File: src/verilog/conv_pkg.sv
`default_nettype none

package conv_pkg;

  //////////////////////////////////////////////////
  // Number format
  localparam int DATA_WIDTH = 16;
  localparam int FRAC_BITS  = 8;
  localparam int ACC_WIDTH  = 40;

  //////////////////////////////////////////////////
  // Layer geometry
  localparam int IMAGE_WIDTH     = 8;
  localparam int IMAGE_HEIGHT    = 8;
  localparam int IMAGE_SIZE      = IMAGE_WIDTH * IMAGE_HEIGHT;
  localparam int CHANNEL_NUM_IN  = 2;
  localparam int CHANNEL_NUM_OUT = 2;
  localparam int KERNEL          = 3;
  localparam int KERNEL_TAPS     = KERNEL * KERNEL;
  // Dilation, distance between neighboring taps
  localparam int RATE            = 2;

  // Memory sizes
  localparam int FRAME_WORDS       = CHANNEL_NUM_IN * IMAGE_SIZE;
  localparam int WEIGHT_WORDS      = CHANNEL_NUM_OUT * CHANNEL_NUM_IN * KERNEL_TAPS;
  localparam int FRAME_ADDR_WIDTH  = $clog2(FRAME_WORDS);
  localparam int WEIGHT_ADDR_WIDTH = $clog2(WEIGHT_WORDS);
  localparam int PIXEL_ADDR_WIDTH  = $clog2(IMAGE_SIZE);

  // Counter widths of the replay loops
  localparam int CH_IN_WIDTH  = $clog2(CHANNEL_NUM_IN);
  localparam int CH_OUT_WIDTH = $clog2(CHANNEL_NUM_OUT);
  localparam int ROW_WIDTH    = $clog2(IMAGE_HEIGHT);
  localparam int COL_WIDTH    = $clog2(IMAGE_WIDTH);
  localparam int KIDX_WIDTH   = $clog2(KERNEL);

endpackage

`default_nettype wire

File: src/verilog/conv_weight_store.sv
`timescale 1ns/1ps
`default_nettype none

module conv_weight_store (
  input  wire logic                                   clk,
  input  wire logic                                   reset,
  input  wire logic                                   valid_weight_in,
  input  wire logic [conv_pkg::DATA_WIDTH-1:0]        weight_in,
  input  wire logic [conv_pkg::WEIGHT_ADDR_WIDTH-1:0] tap_weight_addr,
  output logic      [conv_pkg::DATA_WIDTH-1:0]        tap_weight
);

  logic [conv_pkg::DATA_WIDTH-1:0]        weight_mem [conv_pkg::WEIGHT_WORDS];
  logic [conv_pkg::WEIGHT_ADDR_WIDTH-1:0] wr_ptr;

  // Serial load, one weight per strobe
  always_ff @(posedge clk) begin
    if (valid_weight_in) begin
      weight_mem[wr_ptr] <= weight_in;
    end
  end

  // Pointer wraps so the next set lands on top of the old one
  always_ff @(posedge clk) begin
    if (reset) begin
      wr_ptr <= '0;
    end else if (valid_weight_in) begin
      if (int'(wr_ptr) == conv_pkg::WEIGHT_WORDS - 1) begin
        wr_ptr <= '0;
      end else begin
        wr_ptr <= wr_ptr + 1'b1;
      end
    end
  end

  // Same cycle as the tap
  assign tap_weight = weight_mem[tap_weight_addr];

endmodule

`default_nettype wire

File: config.mk
export PLATFORM = sky130hd
export DESIGN_NAME = conv_weight_store
export DESIGN_NICKNAME = d
export VERILOG_FILES = /design/src/verilog/conv_pkg.sv /design/src/verilog/conv_weight_store.sv
export SDC_FILE = /design/constraint.sdc
export NUM_CORES = 1
export LEC_CHECK = 0
export BUFFER_PORTS_ARGS = -buffer_cell sky130_fd_sc_hd__buf_2
export CAP_MARGIN = 25
export CORE_MARGIN = 2
export CORE_UTILIZATION = 50
export CTS_BUF_LIST = sky130_fd_sc_hd__clkbuf_2 sky130_fd_sc_hd__clkbuf_4 sky130_fd_sc_hd__clkbuf_8
export DETAILED_ROUTE_END_ITERATION = 12
export GPL_TIMING_DRIVEN = 0
export HOLD_SLACK_MARGIN = 0.08
export PLACE_DENSITY_LB_ADDON = 0.1
export SETUP_SLACK_MARGIN = 0.5
export SLEW_MARGIN = 0
export SYNTH_ARGS = -nofsm -noshare
export SYNTH_HDL_FRONTEND = slang
export SYNTH_SLANG_ARGS = --single-unit
export TNS_END_PERCENT = 10
File: constraint.sdc
create_clock -name clk -period 4.2 [get_ports clk]
set_input_delay 0.84 -clock clk [delete_from_list [all_inputs] [get_ports clk]]
set_output_delay 0.84 -clock clk [all_outputs]
set_load 0.01 [all_outputs]
==> run summary <==
Io pins -> 41
Post-DRT Antenna Nets -> 0
All-Layer GR Usage -> 23.7%
Fillers -> 3,450
Vias/cell -> 5.87
RR Endpoint -> weight_mem[27][7]
Prevailing post-synth register cell -> edfxtp_1
Most frequent cells in the layout -> edfxtp_1 (576), mux2i_1 (258), clkbuf_8 (97)
Slew Viols, Final -> 0
Total power -> 0.0117 W
Worst Path Required -> 3360 ps
Synth Register Bits -> 582
Depth of the worst register-to-register path -> 3
Vias -> 12,000
Setup violators final -> 0
CTS tree -> built
Pre-Repair DR Iteration Count -> 6
Worst-path clk slew -> 60 ps
# rows -> 78
Post-synth EDFFs -> 576
Power per Cell Area -> 441 mW/mm^2
Final worst path period share -> 89.4%
Core Box Area -> 0.0453 sq mm
Area growth syn-to-layout -> 15.6%
Mapped Cells -> 1,219
First-pass GRT wire length -> 80.3 mm
Commonest non-fill, non-tap cell in the layout -> edfxtp_1
Critical Path End Type -> output pin
Post-DP Area -> 0.0243 sq mm
Max-slew headroom -> 34.2%
Final hold vios -> 0
Finished Cell Area -> 0.0265 sq mm
Clk buf depth -> 3
Clock skew after layout -> 30.0 ps
Gpl congestion -> 0.907
Number of global-route vias before repair -> 12,000
Startpoint Class -> primary input
Worst Setup EP -> tap_weight[15]
Yosys cell types -> 36
Yosys warnings -> 0
Hold Path Class -> in -> reg
Port bufs -> 38
Die Ht -> 218 microns
Initial Utilization -> 50.6%
Clk root buf -> clkbuf_8
Reg-to-Reg Start -> wr_ptr[0]
Leak Pwr -> 9.12 nW
Max Cap Viol -> 0
Synthesized cell area -> 0.0229 sq mm
Worst-skew pair later-pin latency -> 650 ps
Syn_nets -> 1,245
Crit path max fanout -> 10
Tmin final -> 3750 ps
Crit. Startpoint -> tap_weight_addr[1]
Fraction of layout cells with a size suffix above 1 -> 26.0%
Critical path type -> in -> out
Final #Nets -> 1,403
Unrepaired setup endpoints after global routing -> yes
Status -> completed
Drt initial violations -> 1,230
FMAX -> 0.266 GHz
Clk sinks -> 582
Die area -> 0.0476 sq mm
Hpwl dp -> 35.3 mm
Final WL -> 55.3 mm
Internal reg-to-reg setup slack -> 1740 ps
CTS Buf Count -> 90
Least-Margin Pin Slew -> 986 ps
GRT overflow -> 0
Overall die width -> 218 microns
Largest net degree at the start of global routing -> 37
H-tree levels -> 3
Synthesized area per cell -> 18.8 sq um
Worst vdd ir -> 275 uV
DRC viols -> 0
Post-synth ARST share -> 0%
Arr. time, crit path -> 2910 ps
Antenna violations before repair -> 1
DR WL/cell -> 27.0 microns
Sequential element share of the synthesized area -> 76.0%
==> cells by family after synthesis <==
family / share of synthesized area [%]
XOR/XNOR: 0.0765
flip-flops: 76.0
AND/OR/NAND/NOR: 1.72
multiplexers: 12.8
AO/OA/AOI/OAI: 7.32
buffers and inverters: 1.96
adder cells (fa/ha/maj): 0.0546
==> registers in the layout (all words and copies together) (netlist names) <==
signal / flops
weight_mem: 576
wr_ptr: 6
==> power breakdown <==
part	switching, W	leakage (nW)	total (W)	internal, W
Combinational	0.000490	2.98	0.000739	0.000249
Sequential	0.00000650	5.24	0.00642	0.00642
Clock	0.00207	0.907	0.00452	0.00244
Total	0.00257	9.12	0.0117	0.00911
==> worst min-delay path by stage <==
stage / startpoint / endpoint / slack, ps / cells after the start
2_1_floorplan: wr_ptr[5] / wr_ptr[5] / 540 / 3
3_3_place_gp: wr_ptr[5] / wr_ptr[5] / 560 / 3
3_5_place_dp: wr_ptr[5] / wr_ptr[5] / 580 / 3
4_1_cts: reset / wr_ptr[2] / 350 / 2
5_1_grt: reset / wr_ptr[2] / 390 / 2
6_report: reset / wr_ptr[2] / 390 / 2
==> routing by layer <==
metal | global-route usage [%] | vias up | share of wire [%]
met2 | 35.5 | 467 | 45
met4 | 8.87 | 0 | 2.7
met5 | 0 | - | 0
met1 | 35.5 | 6166 | 46
li1 | - | 5307 | -
met3 | 3.60 | 80 | 6.4
==> Yosys cell counts, types with 2 or more instances <==
cell / count / area [sq um]
mux4_2: 16 / 360
xor2_1: 2 / 17.5
nand3_1: 4 / 20.0
buf_1: 6 / 22.5
nand4_1: 2 / 12.5
nor2_1: 45 / 169
buf_4: 12 / 90.1
edfxtp_1: 576 / 17300
a22oi_1: 64 / 480
a22o_1: 32 / 280
mux2i_1: 258 / 2580
clkbuf_1: 25 / 93.8
o41ai_2: 16 / 260
a221oi_2: 14 / 210
nand2b_1: 2 / 12.5
buf_6: 13 / 146
buf_2: 17 / 85.1
nand3b_1: 5 / 37.5
nor2b_1: 3 / 18.8
nand2_1: 21 / 78.8
or3_1: 2 / 12.5
dfxtp_1: 6 / 120
o22ai_1: 16 / 100
a21oi_1: 33 / 165
a221oi_1: 18 / 158
==> per-stage QoR <==
| stage | worst slack, ps | TNS, ps | std cells | utilization (%) | hold slack, ps |
|---|---|---|---|---|---|
| final | 446 | 0 | 2046 | 58.5 | 395 |
| after global placement | -378 | -3300 | 1857 | 52.7 | 564 |
| after floorplan | 1110 | 0 | 1219 | - | 544 |
| after detailed placement | -355 | -3120 | 1884 | 53.6 | 578 |
| after CTS | 423 | 0 | 2044 | 58.2 | 346 |
| after global routing | 435 | 0 | 2046 | 58.5 | 393 |
==> what timing repair did <==
| action | in CTS | in global routing |
|---|---|---|
| resized for setup | 78 | 30 |
| pin swaps | 11 | 6 |
| hold buffers | 0 | 0 |
| endpoints found under the setup margin | 16 | 16 |
| buffers inserted | 0 | 1 |
==> worst max-delay path, stage by stage <==
cell and delay [ps]:
buf_2 110, buf_6 150, and2_4 150, buf_6 140, buf_4 210, buf_4 200
a22oi_2 190, a21oi_1 110, o41ai_2 570, buf_2 230
==> final cells by class <==
type	count	area, sq um	share of cell area (%)
Sequential cell	582	17400	65.8
Multi-Input combinational cell	562	5500	20.8
Clock buffer	130	1570	5.93
Tap cell	600	751	2.84
Timing Repair Buffer	66	549	2.07
Buffer	74	536	2.02
Clock inverter	30	145	0.548
Inverter	1	3.75	0.0142
Antenna cell	1	2.50	0.00945
Note: power is estimated with default switching activity, not from simulation.
