===== src/verilog/conv_pkg.sv =====
`default_nettype none

package conv_pkg;

  //////////////////////////////////////////////////
  // Number format
  localparam int DATA_WIDTH = 16;
  localparam int FRAC_BITS  = 8;
  localparam int ACC_WIDTH  = 40;

  //////////////////////////////////////////////////
  // Layer geometry
  localparam int IMAGE_WIDTH     = 8;
  localparam int IMAGE_HEIGHT    = 8;
  localparam int IMAGE_SIZE      = IMAGE_WIDTH * IMAGE_HEIGHT;
  localparam int CHANNEL_NUM_IN  = 2;
  localparam int CHANNEL_NUM_OUT = 2;
  localparam int KERNEL          = 3;
  localparam int KERNEL_TAPS     = KERNEL * KERNEL;
  // Dilation, distance between neighboring taps
  localparam int RATE            = 2;

  // Memory sizes
  localparam int FRAME_WORDS       = CHANNEL_NUM_IN * IMAGE_SIZE;
  localparam int WEIGHT_WORDS      = CHANNEL_NUM_OUT * CHANNEL_NUM_IN * KERNEL_TAPS;
  localparam int FRAME_ADDR_WIDTH  = $clog2(FRAME_WORDS);
  localparam int WEIGHT_ADDR_WIDTH = $clog2(WEIGHT_WORDS);
  localparam int PIXEL_ADDR_WIDTH  = $clog2(IMAGE_SIZE);

  // Counter widths of the replay loops
  localparam int CH_IN_WIDTH  = $clog2(CHANNEL_NUM_IN);
  localparam int CH_OUT_WIDTH = $clog2(CHANNEL_NUM_OUT);
  localparam int ROW_WIDTH    = $clog2(IMAGE_HEIGHT);
  localparam int COL_WIDTH    = $clog2(IMAGE_WIDTH);
  localparam int KIDX_WIDTH   = $clog2(KERNEL);

endpackage

`default_nettype wire


===== src/verilog/conv_tap_mac.sv =====
`timescale 1ns/1ps
`default_nettype none

module conv_tap_mac (
  input  wire logic                                   clk,
  input  wire logic                                   reset,
  input  wire logic                                   tap_valid,
  input  wire logic signed [conv_pkg::DATA_WIDTH-1:0] tap_pxl,
  input  wire logic signed [conv_pkg::DATA_WIDTH-1:0] tap_weight,
  input  wire logic                                   tap_last,
  output logic                                        part_valid,
  output logic signed      [conv_pkg::ACC_WIDTH-1:0]  part_sum
);

  logic signed [2*conv_pkg::DATA_WIDTH-1:0] prod;
  logic                                     prod_valid;
  logic                                     prod_last;
  logic signed [conv_pkg::ACC_WIDTH-1:0]    prod_ext;
  logic signed [conv_pkg::ACC_WIDTH-1:0]    acc;
  // High while the next product opens a new window
  logic                                     acc_first;

  //////////////////////////////////////////////////
  // Stage 1, product register
  always_ff @(posedge clk) begin
    prod <= tap_pxl * tap_weight;
  end

  always_ff @(posedge clk) begin
    if (reset) begin
      prod_valid <= 1'b0;
      prod_last  <= 1'b0;
    end else begin
      prod_valid <= tap_valid;
      prod_last  <= tap_valid && tap_last;
    end
  end

  assign prod_ext = {{(conv_pkg::ACC_WIDTH - 2*conv_pkg::DATA_WIDTH){prod[2*conv_pkg::DATA_WIDTH-1]}},
                     prod};

  //////////////////////////////////////////////////
  // Stage 2, accumulate nine taps
  always_ff @(posedge clk) begin
    if (prod_valid) begin
      if (acc_first) begin
        acc <= prod_ext;
      end else begin
        acc <= acc + prod_ext;
      end
    end
  end

  always_ff @(posedge clk) begin
    if (reset) begin
      acc_first  <= 1'b1;
      part_valid <= 1'b0;
    end else begin
      if (prod_valid) begin
        acc_first <= prod_last;
      end
      part_valid <= prod_valid && prod_last;
    end
  end

  assign part_sum = acc;

endmodule

`default_nettype wire


===== config.mk =====
export PLATFORM = sky130hd
export DESIGN_NAME = conv_tap_mac
export DESIGN_NICKNAME = d
export VERILOG_FILES = /design/src/verilog/conv_pkg.sv /design/src/verilog/conv_tap_mac.sv
export SDC_FILE = /design/constraint.sdc
export NUM_CORES = 1
export LEC_CHECK = 0
export BUFFER_PORTS_ARGS = -buffer_cell sky130_fd_sc_hd__buf_2
export CORE_ASPECT_RATIO = 1.4
export CORE_MARGIN = 1.5
export CORE_UTILIZATION = 46
export CTS_CLUSTER_DIAMETER = 200
export DETAILED_ROUTE_END_ITERATION = 16
export GPL_ROUTABILITY_DRIVEN = 0
export MAX_ROUTING_LAYER = met4
export PLACE_DENSITY = 0.69
export REMOVE_ABC_BUFFERS = 1
export SYNTH_ARGS = -nofsm -noshare
export SYNTH_HDL_FRONTEND = slang
export SYNTH_SLANG_ARGS = --single-unit
export TNS_END_PERCENT = 30

===== constraint.sdc =====
create_clock -name clk -period 7.52 [get_ports clk]
set_input_delay 1.128 -clock clk [delete_from_list [all_inputs] [get_ports clk]]
set_output_delay 1.128 -clock clk [all_outputs]
set_load 0.01 [all_outputs]

==> summary.md <==
| Metric | Value |
|---|---|
| Run status | finished, final reports clean |
| Post-CTS setup buffers | 0 |
| Fill cells | ~2800 |
| H-tree levels | 3 |
| Clk buf depth | 2 |
| Period minus WS final | between 6 and 7 ns |
| Crit. End Element | flip-flop |
| DR vias/cell | 5.34 |
| Yosys reg bits | 76 |
| Syn_area_per_cell | 9.30 µm² |
| First-pass GRT wire length | about 56 mm |
| Die height | ~210 µm |
| EDFF count, synth | 40 |
| GRT Max-Usage Layer | met2 |
| Num rows | 76 |
| Register-to-Register Path Depth | 11 |
| Routed Wire Length | 33.5 mm |
| Clk Tree Root Cell | clkbuf_16 |
| CTS sink cnt | 76 |
| Total Routing Usage GR | between 20% and 30% |
| Clock buffer count from CTS | 9 |
| Worst Tran Pin Value | about 1.1 ns |
| CTS tree | yes |
| Register area share after synthesis | approximately 13% |
| IO Port Bufs | 76 |
| Vias in the first global route | about 11000 |
| Async SR Flop Fraction | 0% |
| RR Endpoint | part_sum[38] |
| Post-Synthesis Cells | about 1500 |
| Relative slew margins | between 20 and 30% |
| Die X | 152 µm |
| Top_reg_cell synth | edfxtp_1 |
| Final setup vio count | 0 |
| Seq. cell area | between 1500 and 2000 µm² |
| CP max FO | 16 |
| Min-delay src | prod_last |
| Clock latency on the worst-skew pair | about 0.35 ns |
| Global route overflow | 0 |
| Period utilization | slightly above 90% |
| Synth top area share | 36.8% |
| Area of the mapped netlist | roughly 14000 µm² |
| Most frequent cells after synthesis | 296 x inv_1, 263 x fa_1, 175 x nand2_1 |
| FF-to-FF setup slack | roughly 4.0 ns |
| IO Pins | 77 |
| Detail Route Antenna Nets | 0 |
| Multi-input gate area | about 11000 µm² |
| Die ar. | 32200 µm² |
| # hold bufs at CTS | 0 |
| Placeable Area | between 30000 and 40000 µm² |
| Initial antenna violation count | 0 |
| First-pass DRT Iterations | 7 |
| Final HPWL DP | between 20 and 30 mm |
| RSZ-0062 raised after global routing | false |
| GR Layer Usage met3 | under 10% |
| Post-Route Skew | ~0.0066 ns |
| Synth warnings | 0 |
| ANT cells | 0 |
| Crit path kind | in -> reg |
| Met1 GRT Util | about 25% |
| CP Launch Type | primary input |
| Final Max Slew Viols | 0 |
| Final Hold Viols | 0 |
| Arrival time at the worst endpoint | a little over 7 ns |
| Most frequent cell after synthesis | inv_1 |
| Ranking of synthesized cells by area | fa_1 37%, ha_1 11%, edfxtp_1 8.4% |
| Initial Util | 46.6% |
| Hold path endpoint | part_valid |
| Layout cells sized above 1 | 7.80% |
| Worst path required time | slightly below 8 ns |
| Hold Crit Class | reg -> reg |
| Achievable Freq | ~140 MHz |
| CTS resizes | 0 |
| M2 GR Usage | 41.7% |
| # DRC | 0 |
| Avg WL per Cell | between 15 and 20 µm |
| Via count | approximately 11000 |
| Largest net degree at the start of global routing | 70 |
| Reg2Reg Launch Point | part_sum[0] |
| P&R area growth vs syn | 7.90% |
| Hold depth | 2 |
| Clk slew on worst S/H paths | roughly 0.060 ns |
| Synth cell types | 64 |
| Max Cap Viol | 0 |
| Initial drt markers | ~510 |
| Fin nets | around 2000 |
| Setup TNS | 0 ns |
| Area leader, netlist | fa_1 |
how the worst max path moves through the flow:
stage                             start        to  slack [ns]  depth (start not counted)
after CTS                 tap_weight[1]  prod[31]        0.55                         20
final                     tap_weight[1]  prod[31]        0.53                         20
after global placement    tap_weight[1]  prod[31]        0.29                         20
after floorplan           tap_weight[4]  prod[22]        0.86                         20
after detailed placement  tap_weight[1]  prod[31]        0.18                         20
after global routing      tap_weight[1]  prod[31]        0.25                         20
worst max-delay path, stage by stage:
cell       delay, ns
buf_2           0.29
nand2_1         0.14
fa_1            0.53
fa_1            0.47
fa_1            0.54
inv_1           0.05
fa_1            0.48
fa_1            0.50
inv_1           0.05
fa_1            0.47
inv_1           0.04
ha_1            0.33
and3_1          0.23
a221o_1         0.42
o211ai_1        0.30
nand2_1         0.17
a2111oi_2       0.47
o31ai_1         0.16
o41ai_1         0.32
xnor2_1         0.12
layout by cell type, fill, tap and decap left out, types with 13 or more instances in the layout:
cell / count
and2_1: 133
xor2_1: 22
o21ai_0: 56
edfxtp_1: 40
nand2b_1: 14
fa_1: 263
nor3_1: 16
o21a_1: 13
nor2_1: 51
nand2_1: 175
a21o_1: 34
inv_1: 296
a21oi_1: 41
ha_1: 121
dfxtp_1: 34
xnor2_1: 39
buf_2: 76
buf_4: 15
nand3_1: 15
and3_1: 13
per-stage QoR:
step                      hold slack, ns  cells  util [%]  worst slack (ns)  area [µm²]
final                              0.444   1992      50.2             0.532       15400
after global routing               0.505   1992      50.2             0.249       15400
after CTS                          0.450   1992      50.2             0.546       15400
after global placement             0.436   1976      49.2             0.287       15100
after detailed placement           0.444   1976      49.2             0.183       15100
after floorplan                    0.418   1495         -             0.860       14100
metal layers:
metal / routed length [µm] / up-vias
met5: 0 / -
met4: 1640 / 0
met3: 1450 / 89
met2: 17900 / 286
met1: 12500 / 5284
li1: - / 4978
cells by family after synthesis:
logic type	count (synthesis)	share of synthesized area, %
flops	76	13.4
mux	7	0.516
fa+ha+maj	384	47.4
xor+xnor	61	3.74
buf+inv	340	8.92
compound gates	215	10.1
simple gates	455	15.9
sequential cells by signal (all words and copies together), names as in the netlist:
signal,flops
part_sum,40
prod,32
acc_first,1
part_valid,1
prod_last,1
prod_valid,1
final cells by class:
type                    count  area share, %
repair buffers             91           3.19
flip-flops and latches     76           12.5
clock inverters             7          0.535
inverters                 297           7.23
well taps                 390           3.16
clock buffers               9           1.46
multi-input cells        1122           72.0
Power is not shown: default switching activity piles up to over one toggle a cycle in this logic, so the estimate is an artifact.
