`src/verilog/conv_pkg.sv`:
```
`default_nettype none

package conv_pkg;

  //////////////////////////////////////////////////
  // Number format
  localparam int DATA_WIDTH = 16;
  localparam int FRAC_BITS  = 8;
  localparam int ACC_WIDTH  = 40;

  //////////////////////////////////////////////////
  // Layer geometry
  localparam int IMAGE_WIDTH     = 8;
  localparam int IMAGE_HEIGHT    = 8;
  localparam int IMAGE_SIZE      = IMAGE_WIDTH * IMAGE_HEIGHT;
  localparam int CHANNEL_NUM_IN  = 2;
  localparam int CHANNEL_NUM_OUT = 2;
  localparam int KERNEL          = 3;
  localparam int KERNEL_TAPS     = KERNEL * KERNEL;
  // Dilation, distance between neighboring taps
  localparam int RATE            = 2;

  // Memory sizes
  localparam int FRAME_WORDS       = CHANNEL_NUM_IN * IMAGE_SIZE;
  localparam int WEIGHT_WORDS      = CHANNEL_NUM_OUT * CHANNEL_NUM_IN * KERNEL_TAPS;
  localparam int FRAME_ADDR_WIDTH  = $clog2(FRAME_WORDS);
  localparam int WEIGHT_ADDR_WIDTH = $clog2(WEIGHT_WORDS);
  localparam int PIXEL_ADDR_WIDTH  = $clog2(IMAGE_SIZE);

  // Counter widths of the replay loops
  localparam int CH_IN_WIDTH  = $clog2(CHANNEL_NUM_IN);
  localparam int CH_OUT_WIDTH = $clog2(CHANNEL_NUM_OUT);
  localparam int ROW_WIDTH    = $clog2(IMAGE_HEIGHT);
  localparam int COL_WIDTH    = $clog2(IMAGE_WIDTH);
  localparam int KIDX_WIDTH   = $clog2(KERNEL);

endpackage

`default_nettype wire

```
`src/verilog/conv_channel_adder.sv`:
```
`timescale 1ns/1ps
`default_nettype none

module conv_channel_adder (
  input  wire logic                                  clk,
  input  wire logic                                  reset,
  input  wire logic                                  part_valid,
  input  wire logic signed [conv_pkg::ACC_WIDTH-1:0] part_sum,
  output logic                                       res_valid,
  output logic signed      [conv_pkg::DATA_WIDTH-1:0] res_data
);

  logic signed [conv_pkg::ACC_WIDTH-1:0]  acc_mem [conv_pkg::IMAGE_SIZE];
  logic [conv_pkg::PIXEL_ADDR_WIDTH-1:0]  pix;
  logic [conv_pkg::CH_IN_WIDTH-1:0]       ch;
  logic                                   pix_last;
  logic                                   ch_last;

  logic signed [conv_pkg::ACC_WIDTH-1:0]  sum;
  logic signed [conv_pkg::ACC_WIDTH-1:0]  shifted;
  logic [conv_pkg::ACC_WIDTH-conv_pkg::DATA_WIDTH:0] top_bits;
  logic signed [conv_pkg::DATA_WIDTH-1:0] sat;

  assign pix_last = int'(pix) == conv_pkg::IMAGE_SIZE - 1;
  assign ch_last  = int'(ch) == conv_pkg::CHANNEL_NUM_IN - 1;

  //////////////////////////////////////////////////
  // Running sum, Q8.8 rescale and clamp
  always_comb begin
    if (ch == '0) begin
      sum = part_sum;
    end else begin
      sum = acc_mem[pix] + part_sum;
    end
    shifted  = sum >>> conv_pkg::FRAC_BITS;
    // Fits when everything above the sign bit copies it
    top_bits = shifted[conv_pkg::ACC_WIDTH-1:conv_pkg::DATA_WIDTH-1];
    if ((&top_bits) || !(|top_bits)) begin
      sat = shifted[conv_pkg::DATA_WIDTH-1:0];
    end else if (shifted[conv_pkg::ACC_WIDTH-1]) begin
      sat = {1'b1, {(conv_pkg::DATA_WIDTH-1){1'b0}}};
    end else begin
      sat = {1'b0, {(conv_pkg::DATA_WIDTH-1){1'b1}}};
    end
  end

  always_ff @(posedge clk) begin
    if (part_valid && !ch_last) begin
      acc_mem[pix] <= sum;
    end
    if (part_valid && ch_last) begin
      res_data <= sat;
    end
  end

  // Pixel counter inside, channel counter outside
  always_ff @(posedge clk) begin
    if (reset) begin
      pix       <= '0;
      ch        <= '0;
      res_valid <= 1'b0;
    end else begin
      res_valid <= part_valid && ch_last;
      if (part_valid) begin
        pix <= pix_last ? '0 : pix + 1'b1;
        if (pix_last) begin
          ch <= ch_last ? '0 : ch + 1'b1;
        end
      end
    end
  end

endmodule

`default_nettype wire

```
`config.mk`:
```
export PLATFORM = sky130hd
export DESIGN_NAME = conv_channel_adder
export DESIGN_NICKNAME = d
export VERILOG_FILES = /design/src/verilog/conv_pkg.sv /design/src/verilog/conv_channel_adder.sv
export SDC_FILE = /design/constraint.sdc
export NUM_CORES = 2
export LEC_CHECK = 0
export BUFFER_PORTS_ARGS = -buffer_cell sky130_fd_sc_hd__buf_2
export CORE_ASPECT_RATIO = 0.5
export CORE_UTILIZATION = 40
export CTS_BUF_LIST = sky130_fd_sc_hd__clkbuf_4 sky130_fd_sc_hd__clkbuf_8
export DETAILED_ROUTE_END_ITERATION = 7
export GPL_TIMING_DRIVEN = 0
export PLACE_DENSITY_LB_ADDON = 0.08
export SKIP_CTS_REPAIR_TIMING = 1
export SLEW_MARGIN = 20
export SYNTH_ARGS = -nofsm -noshare
export SYNTH_HDL_FRONTEND = slang
export SYNTH_SLANG_ARGS = --single-unit
```
`constraint.sdc`:
```
create_clock -name clk -period 13.2 [get_ports clk]
set_input_delay 1.98 -clock clk [delete_from_list [all_inputs] [get_ports clk]]
set_output_delay 1.98 -clock clk [all_outputs]
set_load 0.02 [all_outputs]
```
==> out/results.ini <==
[global_route]
antenna_found_initial=47
track_usage_pct=23.6
grt_pass1_wl_microns=412000
grt_pass1_vias=50600
overflow=0
grt_max_degree=67

[power]
leakagePower_nw=36.0
finalPower_mw=16.6
p_per_area_nw_per_um2=141
irDropWorstVdd_v=0.0000710

[detailed_routing]
routed_wl_microns=302000
met3WireLength_microns=27200
wl_met1_microns=137000
drtAntennaViolNets=0
routed-wl-met2_microns=131000
drt-initial-drc-count=6568
num_vias=50100
drc=0
first_pass_iters=5
dr.max_layer_used=met5
post_drt_wl_per_cell_microns=35.1
viasPerCell=5.82

[timing]
fin_crit_sh_pct=79.0
worst_slack_ns=2.77
rsz0062_at_grt=no
fmaxAchievable_ghz=0.0959
drv_slew=0
setup_tns_ns=0
final_hold_viol_count=0
finClkSkew_ns=0.0521
setup_viol=0
fin_crit_ns=10.43
max_slew_margin_pct=20.2
worstMarginPinSlew_ns=1.20

[cts]
clock_sinks=2590
cts_tree=built
cts_root_buf=clkbuf_8
worstSkewPairLatency_ns=1.00
cts_buffer_depth=4
clkTransAtPathRegs_ns=0.07
h-tree-depth=5
cts_buffers=380

[yosys]
synth_compound_area_share_pct=1.45
synth_largest_area_cell=edfxtp_1
avgSynthCellArea_sq_um=23.6
netlist_instances=4288
synth.most_common_cell=edfxtp_1
syn_area_sq_um=101000
syn_nets=4372
synth_simple_gate_area_share_pct=1.47
synth_edf_count=2576
synth_top_area_share_pct=76.3
yosysSeqAreaShare_pct=76.6
ys_top_cells_by_count=2576 x edfxtp_1, 822 x mux4_2, 133 x clkbuf_1
synthMuxAreaShare_pct=18.8
ys_ff_latch=2590
synth_top_family_by_area=multiplexers
synth_ff_type=edfxtp_1
async_flop_share_pct=0
synth-adder-area-share_pct=0.513
ys_warn_count=0
synth_xor_area_share_pct=0.233
synth_area_leaders=edfxtp_1 76%, mux4_2 18%, ha_1 0.49%
yosysUniqueCellTypes=80

[setup_path]
cp_max_fo=10
crit_chain=buf_6, buf_12, clkbuf_1, buf_2, clkbuf_1, mux4_2, mux4_2, mux2i_1, o21ai_0, ha_1, clkbuf_1, nand4_1, o21a_1, o22ai_1, nor3_1, a221o_1, nor4b_1, nand4b_1, o41ai_4, buf_6, a21oi_2
cp_slowest_cell=clkbuf_1
critical-path-top-delay-family=buffers and inverters
crit_type=reg -> reg
crit_required_ns=13.88
cp_slowest_stage_delay_ns=0.90
end_kind=flop
r2r_setup_slack_ns=2.77
crit_cells=21
cp_data_arrival_time_ns=11.11
start_kind=flop
cpMostUsedCell=clkbuf_1
worst-path-buf-inv=7
reg2regPathDepth=21

[floorplanning]
dieArea_sq_um=256000
rows=130
die_h_microns=358
io_pins=60
core_sq_um=251000
die_x_microns=714
start_util_pct=40.3

[finish]
nNetsFinal=5027
fin_util_pct=47.0
drive_gt1_share_pct=36.7
syn_to_final_growth_pct=16.5

[run_status]
status=complete, no violations

[worst_hold_path]
hold_start=pix[5]
hold_depth=3
hold_path_class=reg -> reg

[placement]
port_buffers=58
dp_hpwl_microns=210000
gp_congestion=0.910
preCtsSetupSlack_ns=2.77

[run]
max_cap_viol_count=0

[state kept, by name, indices dropped and copies added, names as in the netlist, named ones only]
register,flops
res_valid,1
pix,6
res_data,16
acc_mem,2560
ch,1
[final timing paths]
| check | to |
|---|---|
| max | res_data[4] |
| min | flop |
| max reg2reg | res_data[4] |
| min reg2reg | flop |
[power by group]
| part | internal [mW] | total (mW) | switching [mW] |
|---|---|---|---|
| logic | 0.467 | 1.25 | 0.782 |
| clock network | 3.21 | 6.31 | 3.10 |
| registers | 9.07 | 9.08 | 0.00432 |
| total | 12.7 | 16.6 | 3.88 |
[metrics by stage]
stage / instances / hold slack (ns) / area [sq um]
floorplan: 4288 / 0.625 / 101000
global placement: 7712 / 0.719 / 106000
global route: 8599 / 0.784 / 118000
detailed placement: 7924 / 0.707 / 111000
finish: 8605 / 0.716 / 118000
CTS: 8593 / 0.713 / 118000
[logic make-up (layout without fill, tap and decap cells)]
family,Yosys count,after routing
xor+xnor,27,27
mux,872,872
fa+ha+maj,41,41
simple gates,306,306
flops,2590,2590
buf+inv,249,1191
compound gates,203,203
other cells,0,9
[per-layer routing]
metal / global-route usage (%) / up-vias
li1: - / 19900
met1: 35.8 / 27700
met2: 34.3 / 2077
met3: 5.99 / 378
met4: 5.69 / 12
met5: 0 / -
[worst reg2reg max path, delay by kind of cell, from the launching register on]
family	cells	cell delay [ns]
buf+inv	7	3.46
flops	1	0.32
fa+ha+maj	1	0.48
compound gates	6	2.90
mux	3	1.92
simple gates	4	1.06
[area by class of cell]
| cell class | instances | area, sq um |
|---|---|---|
| fill | 20800 | 133000 |
| sequential | 2590 | 77600 |
| multi-input combinational | 1449 | 23400 |
| clock buffer | 538 | 6480 |
| timing repair buffer | 273 | 4630 |
| tap | 3366 | 4210 |
| buffer | 224 | 993 |
| clock inverter | 131 | 656 |
| inverter | 25 | 98.8 |
| antenna | 9 | 22.5 |
[cells in the final DEF, fill, tap and decap left out, types with 9 or more instances in the layout]
| master | instances |
|---|---|
| o21a_1 | 10 |
| inv_2 | 16 |
| buf_2 | 93 |
| a21o_1 | 15 |
| mux4_2 | 822 |
| mux2i_1 | 29 |
| dfxtp_1 | 14 |
| nand3_1 | 15 |
| clkbuf_4 | 148 |
| clkbuf_1 | 94 |
| xnor2_1 | 13 |
| nor2_4 | 62 |
| a211oi_1 | 11 |
| buf_4 | 32 |
| nand4_1 | 21 |
| buf_12 | 103 |
| nand2_1 | 74 |
| or3_1 | 9 |
| clkbuf_8 | 390 |
| mux2_2 | 12 |
| buf_16 | 69 |
| a21oi_1 | 51 |
| nor3_1 | 13 |
| xor2_1 | 14 |
| nor2b_1 | 10 |
| clkbuf_2 | 50 |
| clkinv_1 | 85 |
| clkinv_2 | 34 |
| nor2_1 | 42 |
| diode_2 | 9 |
| a21oi_2 | 10 |
| buf_6 | 14 |
| edfxtp_1 | 2576 |
| a31oi_1 | 9 |
| ha_1 | 40 |
| nand2b_1 | 11 |
| o21ai_0 | 30 |
| buf_1 | 39 |
Note: power is estimated with default switching activity, not from simulation.
