$ cat src/verilog/conv_pkg.sv
`default_nettype none

package conv_pkg;

  //////////////////////////////////////////////////
  // Number format
  localparam int DATA_WIDTH = 16;
  localparam int FRAC_BITS  = 8;
  localparam int ACC_WIDTH  = 40;

  //////////////////////////////////////////////////
  // Layer geometry
  localparam int IMAGE_WIDTH     = 8;
  localparam int IMAGE_HEIGHT    = 8;
  localparam int IMAGE_SIZE      = IMAGE_WIDTH * IMAGE_HEIGHT;
  localparam int CHANNEL_NUM_IN  = 2;
  localparam int CHANNEL_NUM_OUT = 2;
  localparam int KERNEL          = 3;
  localparam int KERNEL_TAPS     = KERNEL * KERNEL;
  // Dilation, distance between neighboring taps
  localparam int RATE            = 2;

  // Memory sizes
  localparam int FRAME_WORDS       = CHANNEL_NUM_IN * IMAGE_SIZE;
  localparam int WEIGHT_WORDS      = CHANNEL_NUM_OUT * CHANNEL_NUM_IN * KERNEL_TAPS;
  localparam int FRAME_ADDR_WIDTH  = $clog2(FRAME_WORDS);
  localparam int WEIGHT_ADDR_WIDTH = $clog2(WEIGHT_WORDS);
  localparam int PIXEL_ADDR_WIDTH  = $clog2(IMAGE_SIZE);

  // Counter widths of the replay loops
  localparam int CH_IN_WIDTH  = $clog2(CHANNEL_NUM_IN);
  localparam int CH_OUT_WIDTH = $clog2(CHANNEL_NUM_OUT);
  localparam int ROW_WIDTH    = $clog2(IMAGE_HEIGHT);
  localparam int COL_WIDTH    = $clog2(IMAGE_WIDTH);
  localparam int KIDX_WIDTH   = $clog2(KERNEL);

endpackage

`default_nettype wire

$ cat src/verilog/conv_tap_sequencer.sv
`timescale 1ns/1ps
`default_nettype none

module conv_tap_sequencer (
  input  wire logic                                     clk,
  input  wire logic                                     reset,
  input  wire logic                                     valid_in,
  input  wire logic [conv_pkg::DATA_WIDTH-1:0]          pxl_in,
  output logic                                          tap_valid,
  output logic      [conv_pkg::DATA_WIDTH-1:0]          tap_pxl,
  output logic      [conv_pkg::WEIGHT_ADDR_WIDTH-1:0]   tap_weight_addr,
  output logic                                          tap_last
);

  logic [conv_pkg::DATA_WIDTH-1:0]       frame_mem [conv_pkg::FRAME_WORDS];
  logic [conv_pkg::FRAME_ADDR_WIDTH-1:0] wr_ptr;
  logic                                  replaying;

  // Replay loop counters, oc outermost
  logic [conv_pkg::CH_OUT_WIDTH-1:0] oc;
  logic [conv_pkg::CH_IN_WIDTH-1:0]  ic;
  logic [conv_pkg::ROW_WIDTH-1:0]    y;
  logic [conv_pkg::COL_WIDTH-1:0]    x;
  logic [conv_pkg::KIDX_WIDTH-1:0]   ky;
  logic [conv_pkg::KIDX_WIDTH-1:0]   kx;

  logic oc_last, ic_last, y_last, x_last, ky_last, kx_last;

  int   ny, nx, faddr, waddr;
  logic inside_img;
  logic [conv_pkg::FRAME_ADDR_WIDTH-1:0] rd_addr;

  //////////////////////////////////////////////////
  // Frame loading
  always_ff @(posedge clk) begin
    if (valid_in && !replaying) begin
      frame_mem[wr_ptr] <= pxl_in;
    end
  end

  assign oc_last = int'(oc) == conv_pkg::CHANNEL_NUM_OUT - 1;
  assign ic_last = int'(ic) == conv_pkg::CHANNEL_NUM_IN - 1;
  assign y_last  = int'(y) == conv_pkg::IMAGE_HEIGHT - 1;
  assign x_last  = int'(x) == conv_pkg::IMAGE_WIDTH - 1;
  assign ky_last = int'(ky) == conv_pkg::KERNEL - 1;
  assign kx_last = int'(kx) == conv_pkg::KERNEL - 1;

  //////////////////////////////////////////////////
  // Load / replay control
  always_ff @(posedge clk) begin
    if (reset) begin
      wr_ptr    <= '0;
      replaying <= 1'b0;
      oc        <= '0;
      ic        <= '0;
      y         <= '0;
      x         <= '0;
      ky        <= '0;
      kx        <= '0;
    end else if (!replaying) begin
      if (valid_in) begin
        if (int'(wr_ptr) == conv_pkg::FRAME_WORDS - 1) begin
          wr_ptr    <= '0;
          replaying <= 1'b1;
        end else begin
          wr_ptr <= wr_ptr + 1'b1;
        end
      end
    end else begin
      kx <= kx_last ? '0 : kx + 1'b1;
      if (kx_last) begin
        ky <= ky_last ? '0 : ky + 1'b1;
        if (ky_last) begin
          x <= x_last ? '0 : x + 1'b1;
          if (x_last) begin
            y <= y_last ? '0 : y + 1'b1;
            if (y_last) begin
              ic <= ic_last ? '0 : ic + 1'b1;
              if (ic_last) begin
                oc <= oc_last ? '0 : oc + 1'b1;
                // Whole frame replayed for all output channels
                if (oc_last) begin
                  replaying <= 1'b0;
                end
              end
            end
          end
        end
      end
    end
  end

  //////////////////////////////////////////////////
  // Dilated neighbor and border test
  always_comb begin
    ny = int'(y) + (int'(ky) - 1) * conv_pkg::RATE;
    nx = int'(x) + (int'(kx) - 1) * conv_pkg::RATE;
    inside_img = (ny >= 0) && (ny < conv_pkg::IMAGE_HEIGHT) &&
                 (nx >= 0) && (nx < conv_pkg::IMAGE_WIDTH);
    faddr = int'(ic) * conv_pkg::IMAGE_SIZE + ny * conv_pkg::IMAGE_WIDTH + nx;
    waddr = int'(oc) * conv_pkg::CHANNEL_NUM_IN * conv_pkg::KERNEL_TAPS
          + int'(ic) * conv_pkg::KERNEL_TAPS
          + int'(ky) * conv_pkg::KERNEL + int'(kx);
    // Out-of-image addresses are read but masked below
    rd_addr = faddr[conv_pkg::FRAME_ADDR_WIDTH-1:0];
  end

  assign tap_valid       = replaying;
  assign tap_pxl         = (replaying && inside_img) ? frame_mem[rd_addr] : '0;
  assign tap_weight_addr = waddr[conv_pkg::WEIGHT_ADDR_WIDTH-1:0];
  assign tap_last        = replaying && ky_last && kx_last;

endmodule

`default_nettype wire

$ cat config.mk
export PLATFORM = sky130hd
export DESIGN_NAME = conv_tap_sequencer
export DESIGN_NICKNAME = d
export VERILOG_FILES = /design/src/verilog/conv_pkg.sv /design/src/verilog/conv_tap_sequencer.sv
export SDC_FILE = /design/constraint.sdc
export NUM_CORES = 2
export LEC_CHECK = 0
export BUFFER_PORTS_ARGS = -buffer_cell sky130_fd_sc_hd__buf_2
export CAP_MARGIN = 30
export CORE_ASPECT_RATIO = 0.5
export CORE_MARGIN = 2
export CORE_UTILIZATION = 45
export CTS_BUF_LIST = sky130_fd_sc_hd__clkbuf_8 sky130_fd_sc_hd__clkbuf_16
export DETAILED_ROUTE_END_ITERATION = 10
export REMOVE_ABC_BUFFERS = 1
export SYNTH_ARGS = -nofsm -noshare
export SYNTH_HDL_FRONTEND = slang
export SYNTH_SLANG_ARGS = --single-unit
$ cat constraint.sdc
create_clock -name clk -period 4.2 [get_ports clk]
set_input_delay 0.84 -clock clk [delete_from_list [all_inputs] [get_ports clk]]
set_output_delay 0.84 -clock clk [all_outputs]
set_load 0.02 [all_outputs]
==> summary.md <==
| Metric | Value |
|---|---|
| Status | complete, but fails checks |
| Failing checks | negative setup slack |
| Arr. time, crit path | about 4.8 ns |
| Worst-margin pin slew | roughly 1.1 ns |
| Worst Path Required | between 3 and 4 ns |
| Warnings from Yosys | 0 |
| Net count, final | around 4700 |
| Cell leakage power | slightly above 0.03 uW |
| First-iteration detailed-routing DRC count | ~5900 |
| Largest cells by area after synthesis | edfxtp_1 (76%), mux4_2 (9.6%), mux2i_1 (4.4%), a221oi_1 (1.4%), nor2_1 (0.84%) |
| Post-detail-place hpwl | 159000 microns |
| Share of layout cells above drive strength 1 | 0.326 |
| Clock Pin Slew Worst Setup and Hold Paths | approximately 0.060 ns |
| FILL cells | between 10000 and 15000 |
| Crit-path max FO | 7 |
| Slew Limit Fails | 0 |
| Syn Area/Cell | 20.3 sq um |
| Hold Fails Final Rpt | 0 |
| Clock Latency Late Sink | about 0.85 ns |
| Tmin final | 5.61 ns |
| Count leader, synth | edfxtp_1 |
| Ys async rst share | 0 |
| Setup WS post-layout | -1.41 ns |
| Hold_ws | ~0.28 ns |
| Total CTS buffers | 190 |
| Pin count of the biggest net entering global routing | about 130 |
| Critical Path End Type | output port |
| Max-Cap Viols | 0 |
| Period utilisation layout | 1.33 |
| Initial Utilization | 0.452 |
| Vias | around 44000 |
| Antenna Nets Post-Route | 0 |
| Setup TNS | -20.42 ns |
| Clk sinks | slightly above 2000 |
| Max Root-Sink Buffers | 4 |
| Area of the mapped netlist | a little over 0.08 sq mm |
| CTS H-tree depth | 4 |
| I/O Pins | 43 |
| Hold Crit Class | input pin to register |
| Die H | around 300 microns |
| Power Dens Cells | a little over 400 mW/mm^2 |
| Total grt overflow | 0 |
| PortBufs | 42 |
| CTS tree | yes |
| Seq/Total Area, Yosys | 0.762 |
| Unrepaired setup endpoints after global routing | true |
| Max IR drop VDD | a little under 0.3 mV |
| CP Class | register to output port |
| Most used DFF post-synth | edfxtp_1 |
| Syn Inst Count | 4005 |
| Setup-failing EPs final | 16 |
| Synth top cells by count | edfxtp_1 (2048), mux2i_1 (358), mux4_2 (348) |
| First-pass GRT wire length | 341000 microns |
| Overall routing resource usage | 0.264 |
| Max-Slew Margin vs Limit | 0.285 |
| Area growth syn-to-layout | 19.0% |
| Core area | roughly 0.18 sq mm |
| Area after DPL | between 0.08 and 0.09 sq mm |
| Worst Setup Start Kind | register |
| Num rows | between 100 and 150 |
| DR vias/cell | roughly 6.1 |
| Initial DRT Pass Iterations | 6 |
| Number of global-route vias before repair | about 43000 |
| Wire per inst | 33.7 microns |
| Die width | 605 microns |
| GP Congestion | 0.938 |
| Max Clock Skew | about 0.046 ns |
| Design Area, Final | slightly below 0.1 sq mm |
| Total Wirelength | approximately 240000 microns |
| Die area | approximately 0.18 sq mm |
| Final cell count without fillers | between 7000 and 8000 |
| Drt drc | 0 |
| Antenna violations before repair | 13 |
| Placed insts | just under 7000 |
| Post-synth cell types | 73 |
| Post-synth EDFFs | between 2000 and 2500 |
| Highest clock rate | 0.178 GHz |
| Synth top area share | 0.757 |
| Clk root buf | clkbuf_16 |
| Yosys top cell by area | edfxtp_1 |
| Yosys reg bits | 2068 |
-- sequential cells by signal, indices dropped and copies added (netlist names) --
signal,count
frame_mem,2048
ic,1
kx,2
ky,2
oc,1
tap_valid,1
wr_ptr,7
x,3
y,3
-- worst paths after layout --
kind         startpoint               end  slack, ns  depth (start not counted)
min reg2reg          oc                oc       0.60                          2
max reg2reg   wr_ptr[2]  frame_mem[14][8]       0.88                          5
max               kx[0]        tap_pxl[9]      -1.41                         17
min           pxl_in[2]  frame_mem[42][2]       0.28                          1
-- critical path: stages (launching register included) --
cell      delay (ns)
dfxtp_2         0.35
inv_4           0.05
ha_4            0.27
inv_2           0.05
ha_4            0.26
a21oi_2         0.06
and2_1          0.18
ha_4            0.28
ha_4            0.14
inv_4           0.03
fa_2            0.57
buf_8           0.16
buf_6           0.14
nand2_1         0.09
o221ai_2        0.28
o211ai_1        0.25
o211ai_1        0.51
buf_4           0.24
-- what timing repair did --
action | in CTS | in global routing
endpoints found under the setup margin | 17 | 18
setup buffers | 30 | 14
hold buffers | 0 | 0
hold endpoints to repair | 0 | 0
gates cloned | 0 | 1
resized for setup | 253 | 53
pin swaps | 58 | 29
-- report_power, final --
part / leakage [uW] / total [uW] / internal, uW / switching, uW
combinational: 0.00906 / 533 / 71.6 / 461
clock: 0.00298 / 16300 / 8860 / 7430
sequential: 0.0186 / 22700 / 22700 / 11.7
-- cell type report --
type	count	area (sq um)	share of cell area
inverters	30	130	0.00135
flip-flops and latches	2068	61900	0.640
well taps	2408	3010	0.0312
clock buffers	194	4830	0.0500
diodes	4	10.0	0.000104
clock inverters	136	857	0.00886
repair buffers	732	6850	0.0708
multi-input cells	1671	19100	0.197
-- through the flow --
stage	util	worst slack, ns	total power, uW
2_1_floorplan	-	-24.63	23200
3_3_place_gp	0.495	-1.38	23600
3_5_place_dp	0.496	-1.36	23700
4_1_cts	0.535	-1.38	39800
5_1_grt	0.538	-1.44	40600
6_report	0.538	-1.41	39500
-- logic make-up (layout without fill, tap and decap cells) --
family / Yosys count / count (layout) / share of synthesized area
flops: 2068 / 2068 / 0.762
mux: 716 / 716 / 0.142
compound gates: 485 / 485 / 0.0445
simple gates: 421 / 421 / 0.0238
buf+inv: 266 / 1092 / 0.0205
fa+ha+maj: 34 / 34 / 0.00579
xor+xnor: 15 / 15 / 0.00180
other cells: 0 / 4 / 0
-- per-layer routing --
metal / up-vias / wire [microns] / global-route usage
met5: - / 54 / 0
met2: 2211 / 111000 / 0.399
met3: 332 / 24700 / 0.0607
met4: 8 / 6080 / 0.0651
met1: 23824 / 103000 / 0.392
li1: 18076 / - / -
-- cells in the final DEF (no fill, tap or decap), types with 44 or more instances in the layout --
cell and instances:
a221oi_1 118, a22oi_1 57, buf_12 83, buf_4 583, clkbuf_16 193, edfxtp_1 2048
inv_1 65, mux2i_1 358, mux4_2 348, nand2_1 58, nor2_1 133, nor2_2 44
o21ai_0 68
No activity file was read; power rests on OpenSTA's default activity.
